[src/design/audio_pkg.sv]
package audio_pkg;

	////////////////////////////////////////
	// sample and fixed-point formats
	////////////////////////////////////////

	// signed 16-bit audio sample
	typedef logic signed [15:0] sample_t;
	// signed 2.16, coefficients and filter state
	typedef logic signed [17:0] coeff_t;

	// bus word formats
	typedef logic [31:0] bus_addr_t;
	typedef logic [31:0] bus_data_t;
	typedef logic [3:0]  byte_en_t;
	typedef logic [7:0]  fifo_level_t;

	////////////////////////////////////////
	// audio core registers
	////////////////////////////////////////

	localparam bus_addr_t audio_fifo_addr  = 32'h0000_3044;
	localparam bus_addr_t audio_left_addr  = 32'h0000_3048;
	localparam bus_addr_t audio_right_addr = 32'h0000_304C;
	localparam byte_en_t  byte_en_all      = 4'b1111;

	// write only when space is above this
	localparam fifo_level_t write_space_min = 8'd2;

	// 48 kHz down to 8 kHz
	localparam int decim_ratio = 6;
	typedef logic [$clog2(decim_ratio)-1:0] decim_cnt_t;
	localparam decim_cnt_t decim_last = decim_cnt_t'(decim_ratio - 1);

	////////////////////////////////////////
	// filter coefficients, a terms pre-negated
	////////////////////////////////////////

	// 300 Hz bandpass at 48 kHz
	localparam coeff_t bp300_b1 = 18'sd426;
	localparam coeff_t bp300_b2 = 18'sd0;
	localparam coeff_t bp300_b3 = -18'sd426;
	localparam coeff_t bp300_a2 = 18'sd130122;
	localparam coeff_t bp300_a3 = -18'sd64683;

	// first decimation low-pass, about 4 kHz
	localparam coeff_t dec1_b1 = 18'sd885;
	localparam coeff_t dec1_b2 = 18'sd1771;
	localparam coeff_t dec1_b3 = 18'sd885;
	localparam coeff_t dec1_a2 = 18'sd112357;
	localparam coeff_t dec1_a3 = -18'sd56805;

	// second decimation low-pass, about 2 kHz
	localparam coeff_t dec2_b1 = 18'sd943;
	localparam coeff_t dec2_b2 = 18'sd1887;
	localparam coeff_t dec2_b3 = 18'sd943;
	localparam coeff_t dec2_a2 = 18'sd107019;
	localparam coeff_t dec2_a3 = -18'sd45259;

	// 300 Hz bandpass at 8 kHz
	localparam coeff_t bp300d_b1 = 18'sd2477;
	localparam coeff_t bp300d_b2 = 18'sd0;
	localparam coeff_t bp300d_b3 = -18'sd2477;
	localparam coeff_t bp300d_a2 = 18'sd122726;
	localparam coeff_t bp300d_a3 = -18'sd60580;

	////////////////////////////////////////
	// bus master FSM
	////////////////////////////////////////

	typedef enum logic [3:0] {
		bm_poll_wr,
		bm_await_wr,
		bm_decide_wr,
		bm_write_left,
		bm_write_right_setup,
		bm_write_right,
		bm_poll_rd,
		bm_await_rd,
		bm_decide_rd,
		bm_read_left,
		bm_read_right_setup,
		bm_read_right,
		bm_strobe
	} bm_state_t;

endpackage

[src/design/iir2_biquad.sv]
module iir2_biquad #(
	parameter audio_pkg::coeff_t b1 = 18'sd0,
	parameter audio_pkg::coeff_t b2 = 18'sd0,
	parameter audio_pkg::coeff_t b3 = 18'sd0,
	parameter audio_pkg::coeff_t a2 = 18'sd0,
	parameter audio_pkg::coeff_t a3 = 18'sd0
) (
	input  logic               CLOCK_50,
	input  logic               reset,
	input  logic               strobe,
	input  audio_pkg::sample_t sample_in,
	output audio_pkg::sample_t sample_out
);

	// idle, then one state per MAC term, then history update
	typedef enum logic [2:0] {
		st_idle,
		st_load,
		st_b2,
		st_b3,
		st_a2,
		st_a3,
		st_update
	} bq_state_t;

	bq_state_t state;

	// shared MAC operands and running sum
	audio_pkg::coeff_t mac_coeff;
	audio_pkg::coeff_t mac_value;
	audio_pkg::coeff_t acc;
	audio_pkg::coeff_t acc_next;
	audio_pkg::coeff_t term;
	logic signed [35:0] product;

	// input and output history
	audio_pkg::coeff_t x_ext;
	audio_pkg::coeff_t x_n;
	audio_pkg::coeff_t x_n1;
	audio_pkg::coeff_t x_n2;
	audio_pkg::coeff_t y_n1;
	audio_pkg::coeff_t y_n2;

	////////////////////////////////////////
	// 18x18 multiply, back to 2.16
	////////////////////////////////////////

	assign product  = mac_coeff * mac_value;
	// keep sign, drop the two redundant integer bits
	assign term     = {product[35], product[32:16]};
	assign acc_next = acc + term;

	// sample widened into the 2.16 word
	assign x_ext = {{2{sample_in[15]}}, sample_in};

	////////////////////////////////////////
	// term sequencer
	////////////////////////////////////////

	always_ff @(posedge CLOCK_50) begin
		if (reset) begin
			state      <= st_idle;
			sample_out <= '0;
			acc        <= '0;
			mac_coeff  <= '0;
			mac_value  <= '0;
			x_n        <= '0;
			x_n1       <= '0;
			x_n2       <= '0;
			y_n1       <= '0;
			y_n2       <= '0;
		end else begin
			case (state)
				st_idle: begin
					// acc_next still holds the last y(n)
					if (strobe) begin
						sample_out <= acc_next[15:0];
						state      <= st_load;
					end
				end
				st_load: begin
					// b1 * x(n)
					acc       <= '0;
					mac_coeff <= b1;
					mac_value <= x_ext;
					x_n       <= x_ext;
					state     <= st_b2;
				end
				st_b2: begin
					acc       <= acc_next;
					mac_coeff <= b2;
					mac_value <= x_n1;
					state     <= st_b3;
				end
				st_b3: begin
					acc       <= acc_next;
					mac_coeff <= b3;
					mac_value <= x_n2;
					state     <= st_a2;
				end
				st_a2: begin
					// feedback terms, signs already in a2/a3
					acc       <= acc_next;
					mac_coeff <= a2;
					mac_value <= y_n1;
					state     <= st_a3;
				end
				st_a3: begin
					acc       <= acc_next;
					mac_coeff <= a3;
					mac_value <= y_n2;
					state     <= st_update;
				end
				st_update: begin
					// all five terms summed here
					y_n1  <= acc_next;
					y_n2  <= y_n1;
					x_n1  <= x_n;
					x_n2  <= x_n1;
					state <= st_idle;
				end
				default: begin
					state <= st_idle;
				end
			endcase
		end
	end

	// one sample computation is bounded
	assert property (@(posedge CLOCK_50) disable iff (reset)
		(state == st_idle) ##1 (state != st_idle) |-> ##[1:7] (state == st_idle));

endmodule

[src/design/audio_filter_bank.sv]
module audio_filter_bank (
	input  logic               CLOCK_50,
	input  logic               reset,
	input  logic               sample_valid,
	input  logic               decim_valid,
	input  logic               filter_right_en,
	input  logic               filter_left_en,
	input  audio_pkg::sample_t left_in,
	input  audio_pkg::sample_t right_in,
	output audio_pkg::sample_t left_out,
	output audio_pkg::sample_t right_out
);

	audio_pkg::sample_t bp_right;
	audio_pkg::sample_t decim1_out;
	audio_pkg::sample_t decim2_out;
	audio_pkg::sample_t decim_scaled;
	audio_pkg::sample_t bp_decim;

	////////////////////////////////////////
	// right channel, 48 kHz bandpass
	////////////////////////////////////////

	iir2_biquad #(
		.b1(audio_pkg::bp300_b1),
		.b2(audio_pkg::bp300_b2),
		.b3(audio_pkg::bp300_b3),
		.a2(audio_pkg::bp300_a2),
		.a3(audio_pkg::bp300_a3)
	) u_bp300_right (
		.CLOCK_50  (CLOCK_50),
		.reset     (reset),
		.strobe    (sample_valid),
		.sample_in (right_in),
		.sample_out(bp_right)
	);

	////////////////////////////////////////
	// left channel, 6:1 decimation chain
	////////////////////////////////////////

	// both low-pass stages run at full rate
	iir2_biquad #(
		.b1(audio_pkg::dec1_b1),
		.b2(audio_pkg::dec1_b2),
		.b3(audio_pkg::dec1_b3),
		.a2(audio_pkg::dec1_a2),
		.a3(audio_pkg::dec1_a3)
	) u_decim1 (
		.CLOCK_50  (CLOCK_50),
		.reset     (reset),
		.strobe    (sample_valid),
		.sample_in (left_in),
		.sample_out(decim1_out)
	);

	iir2_biquad #(
		.b1(audio_pkg::dec2_b1),
		.b2(audio_pkg::dec2_b2),
		.b3(audio_pkg::dec2_b3),
		.a2(audio_pkg::dec2_a2),
		.a3(audio_pkg::dec2_a3)
	) u_decim2 (
		.CLOCK_50  (CLOCK_50),
		.reset     (reset),
		.strobe    (sample_valid),
		.sample_in (decim1_out),
		.sample_out(decim2_out)
	);

	// make up the gain lost in the decimator
	assign decim_scaled = {decim2_out[14:0], 1'b0};

	// bandpass only sees every sixth sample
	iir2_biquad #(
		.b1(audio_pkg::bp300d_b1),
		.b2(audio_pkg::bp300d_b2),
		.b3(audio_pkg::bp300d_b3),
		.a2(audio_pkg::bp300d_a2),
		.a3(audio_pkg::bp300d_a3)
	) u_bp300_decim (
		.CLOCK_50  (CLOCK_50),
		.reset     (reset),
		.strobe    (decim_valid),
		.sample_in (decim_scaled),
		.sample_out(bp_decim)
	);

	// filtered or looped back, per channel
	assign right_out = filter_right_en ? bp_right : right_in;
	assign left_out  = filter_left_en ? bp_decim : left_in;

endmodule

[src/design/audio_bus_master.sv]
module audio_bus_master (
	input  logic                    CLOCK_50,
	input  logic                    reset,
	input  logic                    bus_ack,
	input  audio_pkg::bus_data_t    bus_read_data,
	input  audio_pkg::sample_t      left_out,
	input  audio_pkg::sample_t      right_out,
	output audio_pkg::bus_addr_t    bus_addr,
	output audio_pkg::byte_en_t     bus_byte_enable,
	output logic                    bus_read,
	output logic                    bus_write,
	output logic                    sample_valid,
	output logic                    decim_valid,
	output audio_pkg::bus_data_t    bus_write_data,
	output audio_pkg::sample_t      left_in,
	output audio_pkg::sample_t      right_in,
	output audio_pkg::fifo_level_t  fifo_space
);

	audio_pkg::bm_state_t  state;
	audio_pkg::decim_cnt_t decim_cnt;

	////////////////////////////////////////
	// poll, write pair, read pair, strobe
	////////////////////////////////////////

	always_ff @(posedge CLOCK_50) begin
		if (reset) begin
			state           <= audio_pkg::bm_poll_wr;
			bus_addr        <= '0;
			bus_byte_enable <= '0;
			bus_read        <= 1'b0;
			bus_write       <= 1'b0;
			sample_valid    <= 1'b0;
			decim_valid     <= 1'b0;
			decim_cnt       <= '0;
			fifo_space      <= '0;
			left_in         <= '0;
			right_in        <= '0;
		end else begin
			case (state)
				// ask for the FIFO status word
				audio_pkg::bm_poll_wr: begin
					bus_addr        <= audio_pkg::audio_fifo_addr;
					bus_byte_enable <= audio_pkg::byte_en_all;
					bus_read        <= 1'b1;
					state           <= audio_pkg::bm_await_wr;
				end
				audio_pkg::bm_await_wr: begin
					// write space lives in the top byte
					if (bus_ack) begin
						fifo_space <= bus_read_data[31:24];
						bus_read   <= 1'b0;
						state      <= audio_pkg::bm_decide_wr;
					end
				end
				audio_pkg::bm_decide_wr: begin
					// too little room, go round again
					if (fifo_space > audio_pkg::write_space_min) begin
						bus_addr  <= audio_pkg::audio_left_addr;
						bus_write <= 1'b1;
						state     <= audio_pkg::bm_write_left;
					end else begin
						state <= audio_pkg::bm_poll_wr;
					end
				end
				audio_pkg::bm_write_left: begin
					if (bus_ack) begin
						bus_write <= 1'b0;
						state     <= audio_pkg::bm_write_right_setup;
					end
				end
				audio_pkg::bm_write_right_setup: begin
					bus_addr  <= audio_pkg::audio_right_addr;
					bus_write <= 1'b1;
					state     <= audio_pkg::bm_write_right;
				end
				audio_pkg::bm_write_right: begin
					if (bus_ack) begin
						bus_write <= 1'b0;
						state     <= audio_pkg::bm_poll_rd;
					end
				end
				// status again, now for the read side
				audio_pkg::bm_poll_rd: begin
					bus_addr <= audio_pkg::audio_fifo_addr;
					bus_read <= 1'b1;
					state    <= audio_pkg::bm_await_rd;
				end
				audio_pkg::bm_await_rd: begin
					// read level in the low byte, zero when empty
					if (bus_ack) begin
						fifo_space <= bus_read_data[7:0];
						bus_read   <= 1'b0;
						state      <= audio_pkg::bm_decide_rd;
					end
				end
				audio_pkg::bm_decide_rd: begin
					// nothing to read, no strobe this pass
					if (fifo_space != '0) begin
						bus_addr <= audio_pkg::audio_left_addr;
						bus_read <= 1'b1;
						state    <= audio_pkg::bm_read_left;
					end else begin
						state <= audio_pkg::bm_poll_wr;
					end
				end
				audio_pkg::bm_read_left: begin
					if (bus_ack) begin
						left_in  <= audio_pkg::sample_t'(bus_read_data[15:0]);
						bus_read <= 1'b0;
						state    <= audio_pkg::bm_read_right_setup;
					end
				end
				audio_pkg::bm_read_right_setup: begin
					bus_addr <= audio_pkg::audio_right_addr;
					bus_read <= 1'b1;
					state    <= audio_pkg::bm_read_right;
				end
				audio_pkg::bm_read_right: begin
					// both samples in, raise the strobes
					if (bus_ack) begin
						right_in     <= audio_pkg::sample_t'(bus_read_data[15:0]);
						bus_read     <= 1'b0;
						sample_valid <= 1'b1;
						if (decim_cnt == audio_pkg::decim_last) begin
							decim_cnt   <= '0;
							decim_valid <= 1'b1;
						end else begin
							decim_cnt <= decim_cnt + 1'b1;
						end
						state <= audio_pkg::bm_strobe;
					end
				end
				audio_pkg::bm_strobe: begin
					sample_valid <= 1'b0;
					decim_valid  <= 1'b0;
					state        <= audio_pkg::bm_poll_wr;
				end
				default: begin
					state <= audio_pkg::bm_poll_wr;
				end
			endcase
		end
	end

	// outgoing sample, loaded with each write address
	always_ff @(posedge CLOCK_50) begin
		if (state == audio_pkg::bm_decide_wr) begin
			bus_write_data <= {{16{left_out[15]}}, left_out};
		end else if (state == audio_pkg::bm_write_right_setup) begin
			bus_write_data <= {{16{right_out[15]}}, right_out};
		end
	end

	////////////////////////////////////////
	// bus protocol
	////////////////////////////////////////

	assert property (@(posedge CLOCK_50) disable iff (reset)
		!(bus_read && bus_write));

	// request stays up with a fixed address until ack
	assert property (@(posedge CLOCK_50) disable iff (reset)
		(bus_read || bus_write) && !bus_ack |=>
			(bus_read || bus_write) && $stable(bus_addr));

endmodule

[src/design/audio_filter_top.sv]
module audio_filter_top (
	input  logic                    CLOCK_50,
	input  logic                    reset,
	input  logic                    filter_right_en,
	input  logic                    filter_left_en,
	input  logic                    bus_ack,
	input  audio_pkg::bus_data_t    bus_read_data,
	output audio_pkg::bus_addr_t    bus_addr,
	output audio_pkg::byte_en_t     bus_byte_enable,
	output logic                    bus_read,
	output logic                    bus_write,
	output audio_pkg::bus_data_t    bus_write_data,
	output audio_pkg::fifo_level_t  fifo_space
);

	// sample path between master and filters
	audio_pkg::sample_t left_in;
	audio_pkg::sample_t right_in;
	audio_pkg::sample_t left_out;
	audio_pkg::sample_t right_out;
	logic               sample_valid;
	logic               decim_valid;

	audio_bus_master u_audio_bus_master (
		.CLOCK_50       (CLOCK_50),
		.reset          (reset),
		.bus_ack        (bus_ack),
		.bus_read_data  (bus_read_data),
		.left_out       (left_out),
		.right_out      (right_out),
		.bus_addr       (bus_addr),
		.bus_byte_enable(bus_byte_enable),
		.bus_read       (bus_read),
		.bus_write      (bus_write),
		.sample_valid   (sample_valid),
		.decim_valid    (decim_valid),
		.bus_write_data (bus_write_data),
		.left_in        (left_in),
		.right_in       (right_in),
		.fifo_space     (fifo_space)
	);

	audio_filter_bank u_audio_filter_bank (
		.CLOCK_50       (CLOCK_50),
		.reset          (reset),
		.sample_valid   (sample_valid),
		.decim_valid    (decim_valid),
		.filter_right_en(filter_right_en),
		.filter_left_en (filter_left_en),
		.left_in        (left_in),
		.right_in       (right_in),
		.left_out       (left_out),
		.right_out      (right_out)
	);

endmodule

[config.mk]
export PLATFORM = sky130hd
export DESIGN_NAME = audio_filter_top
export DESIGN_NICKNAME = d
export VERILOG_FILES = /design/src/design/audio_pkg.sv /design/src/design/iir2_biquad.sv /design/src/design/audio_filter_bank.sv /design/src/design/audio_bus_master.sv /design/src/design/audio_filter_top.sv
export SDC_FILE = /design/constraint.sdc
export NUM_CORES = 2
export LEC_CHECK = 0
export BUFFER_PORTS_ARGS = -buffer_cell sky130_fd_sc_hd__buf_2
export CORE_MARGIN = 10
export CORE_UTILIZATION = 61
export DETAILED_ROUTE_END_ITERATION = 16
export GPL_TIMING_DRIVEN = 0
export PLACE_DENSITY = 0.78
export SYNTH_ARGS = -nofsm -noshare
export SYNTH_HDL_FRONTEND = slang
export SYNTH_SLANG_ARGS = --single-unit
[constraint.sdc]
create_clock -name CLOCK_50 -period 16 [get_ports CLOCK_50]
set_input_delay 0.8 -clock CLOCK_50 [delete_from_list [all_inputs] [get_ports CLOCK_50]]
set_output_delay 0.8 -clock CLOCK_50 [all_outputs]
set_load 0.05 [all_outputs]
Yosys cells after proc, flatten, opt, wreduce, memory -nomap -nowiden
Index checks and enable logic that the tools add are counted.

word-level totals
  register bits = 740
  memories kept = 0
  output and inout port bits = 78
  bits in writable memories = 0
  latch bits = 0
  memory bits (read-only) = 0
  word-level logic and storage cells = 208

operators by class
  $add $sub $neg = 5
  bitwise operators = 0
  $mul = 4
  divide/modulo/power cells = 0
  shift operators = 0
  equal/unequal tests = 52
  reductions and logical operators = 46
  order comparisons = 1
  mux-type cells = 48

operators by type and width
  operator              count
  $pmux W18 S5          6
  $mul A18 B18 Y36      4
  $pmux W18 S2          4
  $pmux W18 S4          2
  $mux W32              4
  $pmux W32 S4          1
  $add A18 B18 Y18      4
  $pmux W3 S6           4
  $pmux W4 S12          1
  $eq A3 B3 Y1 const B  13
  $mux W16              2
  $mux W4               7
  $eq A3 B2 Y1 const B  8
  $eq A4 B4 Y1 const B  5
  $ne A2 B2 Y1 const B  10
  $reduce_bool A5 Y1    4
  $reduce_or A4 Y1      5
  $eq A4 B3 Y1 const B  4
  $mux W8               2
  $pmux W8 S2           1
  $reduce_and A3 Y1     5
  $reduce_and A2 Y1     7
  $reduce_bool A2 Y1    7
  $eq A3 B1 Y1 const B  4
  18 further kinds      42

Logic depth before layout (Yosys ltp)
  depth in word-level cells = 4
  gate-level depth with buffers = 39
  depth with buffers taken out = 37

Hierarchy
A second synthesis with hierarchy kept.

second synthesis, totals
  cell total of the unflattened synthesis = 8153
  area total of the unflattened synthesis = 72821.1 um2

by module, submodules not included
  module                                            area an instance (um2)  cells each  sequential area each (um2)  times used
  iir2_biquad at u_audio_filter_bank.u_decim2       17538.1                 1988        2982.9                      1
  iir2_biquad at u_audio_filter_bank.u_bp300_decim  17448.0                 1954        2962.8                      1
  iir2_biquad at u_audio_filter_bank.u_decim1       17245.3                 1970        2982.9                      1
  iir2_biquad at u_audio_filter_bank.u_bp300_right  16764.8                 1867        2942.8                      1
  audio_bus_master                                  3323.2                  337         1581.5                      1
  audio_filter_bank                                 501.7                   37          0.0                         1

Least setup slack after synthesis
Ideal clock, no wire load.

  path kind = register to register
  start point = register u_audio_filter_bank.u_bp300_right.mac_coeff[15]
  end point = register u_audio_filter_bank.u_bp300_right.acc[17]
  setup slack = 7589 ps
  period minus slack after synthesis = 8411 ps
  data arrival time = 8324 ps
  data required time = 15913 ps
  library setup time = 87 ps
  stages on the path, launching flop included = 33
  cells stage by stage = dfxtp_1 clkbuf_1 clkbuf_1 nand2_1 fa_1 inv_1 fa_1 inv_1 fa_1 inv_1 fa_1 fa_1 fa_1 ha_1 a21o_1 a21o_1 a21o_1 a221o_1 or4b_4 a31oi_4 nor2b_1 o21a_1 nor2_1 xnor2_1 ha_1 and3_1 a21oi_1 o21ai_0 o221ai_1 o21bai_1 a21oi_1 xnor3_1 o31ai_1

between the ends
  longest elaborated chain between the ends = 3

ends and longest elaborated chain
  what                      line                source
  start: declaration        iir2_biquad.sv:29   audio_pkg::coeff_t mac_coeff;
  start signal: assignment  iir2_biquad.sv:65   mac_coeff <= '0;
  start signal: assignment  iir2_biquad.sv:84   mac_coeff <= b1;
  start signal: assignment  iir2_biquad.sv:91   mac_coeff <= b2;
  $mul A18 B18 Y36          iir2_biquad.sv:48   assign product = mac_coeff * mac_value;
  $add A18 B18 Y18          iir2_biquad.sv:51   assign acc_next = acc + term;
  $pmux W18 S2              iir2_biquad.sv:73   case (state)
  end signal: assignment    iir2_biquad.sv:90   acc <= acc_next;
  end signal: assignment    iir2_biquad.sv:96   acc <= acc_next;
  end signal: assignment    iir2_biquad.sv:103  acc <= acc_next;
  end: declaration          iir2_biquad.sv:31   audio_pkg::coeff_t acc;

No other way between the ends.
A chain may end at the register's enable or synchronous reset.

Worst setup path after layout
  start point = register u_audio_filter_bank.u_bp300_decim.mac_coeff[11]
  end point = register u_audio_filter_bank.u_bp300_decim.acc[16]

between the ends
  longest elaborated chain between the ends = 3

ends and longest elaborated chain
  what                      line
  start: declaration        iir2_biquad.sv:29
  start signal: assignment  iir2_biquad.sv:65
  start signal: assignment  iir2_biquad.sv:84
  start signal: assignment  iir2_biquad.sv:91
  $mul A18 B18 Y36          iir2_biquad.sv:48
  $add A18 B18 Y18          iir2_biquad.sv:51
  $pmux W18 S2              iir2_biquad.sv:73
  end signal: assignment    iir2_biquad.sv:90
  end signal: assignment    iir2_biquad.sv:96
  end signal: assignment    iir2_biquad.sv:103
  end: declaration          iir2_biquad.sv:31

No other way between the ends.

==> flow_summary_export.csv <==
group,metric,value,unit
run_status,status,"completed",
layout,final_cell_mix,"inv_1, fa_1, nand2_1, dfxtp_1, a21oi_1",
timing,worst_pin_slew,1.467,ns
critical_path,cp_max_fo,10,
timing,rsz0062_at_grt,"false",
routing,drtAntennaViolNets,0,
logic_synthesis,synthArstFlopShare,0,
routing,vias,55420,
cts,cts_resized,0,
cts,cts_buffers,69,
power,p_total,0.003635,W
critical_path,slowest_stage,"clkbuf_1",
critical_path,cp.arrival,10.78,ns
logic_synthesis,yosysSeqAreaShare,0.1873,
power,p_leak,36.25,nW
place,dp_hpwl,168500,um
logic_synthesis,synth_flop_cell,"dfxtp_1",
timing,setup_viol,0,
layout,layout_commonest_cell,"inv_1",
power,power.switching,0.0009160,W
routing,wl_per_cell,20.68,um
logic_synthesis,ys_types,83,
die,fp.dieW,362.2,um
routing,vias_per_cell,5.652,
timing,setup_tns,0,ns
die,rows,125,
layout,fin_util,0.6567,
critical_path,end_kind,"flip-flop",
critical_path,r2r_slack,5.75,ns
logic_synthesis,synth-edff-count,16,
cts,clk_pin_slew,0.07,ns
logic_synthesis,netlist_top_cells_area,"fa_1, dfxtp_1, inv_1",
cts,clock_sinks,660,
logic_synthesis,syn_area,0.07141,sq mm
die,initial_core_util,0.6146,
timing,maxSlewViolCount,0,
critical_path,cp.required,16.53,ns
layout,final_cell_area,0.07631,sq mm
layout,area.growth.synth_to_final,6.856,%
critical_path,crit_top_cell,"fa_1",
logic_synthesis,synth_warnings,0,
grt,overflow,0,
place,port-buffer-count,77,
cts,cts_setup_buffers,0,
power,pwr-share-clk,0.485,
cts,cts_hold_buf,0,
logic_synthesis,yosys.area.top_type,"fa_1",
critical_path,worstSetupStartpointType,"flip-flop",
timing,finalClockSkew,0.05255,ns
routing,drc,0,
timing,fin_crit,10.25,ns
grt,grt_pass1_wl,321100,um
logic_synthesis,synth.avg_cell_area,8.870,sq um
cts,clk_path_buf_depth,3,
routing,drt_iter0_drc,5196,
place,place_ws,5.969,ns
critical_path,cp_slowest_stage_delay,0.67,ns
job,cap_violations,0,
timing,fin_crit_sh,0.6408,
logic_synthesis,synthCells,8051,
cts,cts_tree,"built",
timing,maxSlewHeadroom,0.02169,
grt,grt_pass1_vias,57550,
power,p_int,0.002719,W
routing,dr.pass1.iters,8,
layout,nNetsFinal,9975,
power,seq_power_share,0.459,
timing,clock.fmax,97.54,MHz
die,ioPinCount,115,
cts,root_buffer,"clkbuf_16",
timing,setup_ws,5.747,ns
grt,grtUsageTotal,0.3126,
die,die_h,362.2,um
routing,wl,202800,um
logic_synthesis,ys_seq_elements,660,
critical_path,setup.worst_path.class,"flip-flop to flip-flop",
power,irDropWorstVdd,0.08848,mV
die,die_area,0.1312,sq mm
grt,antenna_found_initial,12,
power,p_comb_frac,0.055,
grt,grt_max_degree,18,
place,dpl-instance-area,0.07383,sq mm
min_path,hold_class,"input port to flip-flop",
die,coreArea,0.1162,sq mm
power,powerDensity,47.64,mW/mm^2
layout,drive_above_1_share,0.03816,
cts,worstSkewPairLatency,0.65,ns
place,place_congestion,0.9879,
cts,htree_levels,3,
power,p_sw_frac,0.2520,
timing,finalHoldViolCount,0,
logic_synthesis,yosys.area.top_type_share,0.3462,
registers in the layout, indices dropped and copies added, names as in the netlist, 18 cells and up:
name                                         flops
u_audio_filter_bank.u_bp300_decim.mac_value     18
u_audio_filter_bank.u_bp300_decim.acc           18
u_audio_filter_bank.u_decim1.y_n1               18
u_audio_filter_bank.u_decim1.acc                18
u_audio_filter_bank.u_bp300_right.y_n1          18
u_audio_filter_bank.u_decim2.acc                18
u_audio_filter_bank.u_decim1.y_n2               18
u_audio_filter_bank.u_bp300_right.mac_value     18
u_audio_filter_bank.u_decim1.mac_value          18
u_audio_filter_bank.u_decim2.y_n2               18
u_audio_filter_bank.u_decim2.y_n1               18
u_audio_filter_bank.u_decim2.mac_value          18
u_audio_filter_bank.u_bp300_decim.y_n1          18
u_audio_filter_bank.u_bp300_right.acc           18
u_audio_filter_bank.u_bp300_right.y_n2          18
u_audio_filter_bank.u_bp300_decim.y_n2          18
path summary, 6_finish.rpt:
| check | end | cells after the start | from |
|---|---|---|---|
| setup reg to reg | u_audio_filter_bank.u_bp300_decim.acc[16] | 33 | u_audio_filter_bank.u_bp300_decim.mac_coeff[11] |
| setup / recovery | u_audio_filter_bank.u_bp300_decim.acc[16] | 33 | u_audio_filter_bank.u_bp300_decim.mac_coeff[11] |
| hold / removal | u_audio_bus_master.right_in[13] | 3 | bus_read_data[13] |
| hold reg to reg | u_audio_filter_bank.u_bp300_decim.x_n1[4] | 2 | u_audio_filter_bank.u_bp300_decim.x_n[4] |
metal layers:
layer / global-route usage / vias to the layer above / wire [um] / share of wire
met3: 0.07152 / 478 / 19480 / 0.096
met1: 0.4181 / 27480 / 82270 / 0.41
met2: 0.5007 / 2483 / 93040 / 0.46
met5: 0 / - / 137 / 0.00068
met4: 0.1048 / 20 / 7853 / 0.039
li1: - / 24970 / - / -
stage by stage:
stage / hold slack, ns / std cells
floorplan: 0.4321 / 8077
global placement: 0.4360 / 9678
detailed placement: 0.4438 / 9679
CTS: 0.3808 / 9805
global route: 0.3943 / 9805
finish: 0.3918 / 9806
worst max-delay path, delay by kind of cell (launching register included):
kind | cells | cell delay (ns)
adders and majority gates | 8 | 3.64
buffers and inverters | 5 | 1.34
and+or+nand+nor | 6 | 1.64
DFF | 1 | 0.32
AOI/OAI and AO/OA | 13 | 2.91
xor gates and xnor gates | 1 | 0.24
cell usage after synthesis, types with 38 or more instances:
master	instances
ha_1	477
a211oi_1	61
a21oi_1	619
o21a_1	40
xnor2_1	132
clkbuf_1	351
o21ai_0	67
nor3_1	46
nor2_1	412
buf_4	48
a22oi_1	88
xor2_1	38
fa_1	1235
and2_1	364
inv_1	1667
dfxtp_1	644
mux2i_1	109
a21o_1	41
nand2_1	1168
area by class of cell:
type                    instances  area, sq um
fillers                      9683        39890
multi-input cells            5317        50080
well taps                    1524         1907
repair buffers                 78        396.6
flip-flops and latches        660        13370
plain buffers                 425         1780
clock inverters                35        553.0
clock buffers                  91         1929
diodes                          1        2.502
inverters                    1675         6287
logic make-up (layout without fill, tap and decap cells):
| family | count (synthesis) | in the layout | share of synthesized area |
|---|---|---|---|
| buffers and inverters | 2100 | 2304 | 0.1130 |
| adder cells (fa/ha/maj) | 1712 | 1712 | 0.4298 |
| XOR/XNOR | 171 | 171 | 0.02116 |
| flip-flops | 660 | 660 | 0.1873 |
| other | 1 | 28 | 0.00005251 |
| AND/OR/NAND/NOR | 2165 | 2165 | 0.1337 |
| multiplexers | 144 | 144 | 0.02080 |
| AO/OA/AOI/OAI | 1098 | 1098 | 0.09433 |
power by group through the flow:
| stage | clock [W] | sequential (W) | combinational [W] |
|---|---|---|---|
| after floorplan | 0 | 0.00173 | 0.000107 |
| after global placement | 0 | 0.00171 | 0.000192 |
| after detailed placement | 0 | 0.00171 | 0.000195 |
| after CTS | 0.00176 | 0.00167 | 0.000196 |
| after global routing | 0.00182 | 0.00167 | 0.000210 |
| final | 0.00176 | 0.00167 | 0.000201 |
Power figures use the tool's default switching activity.
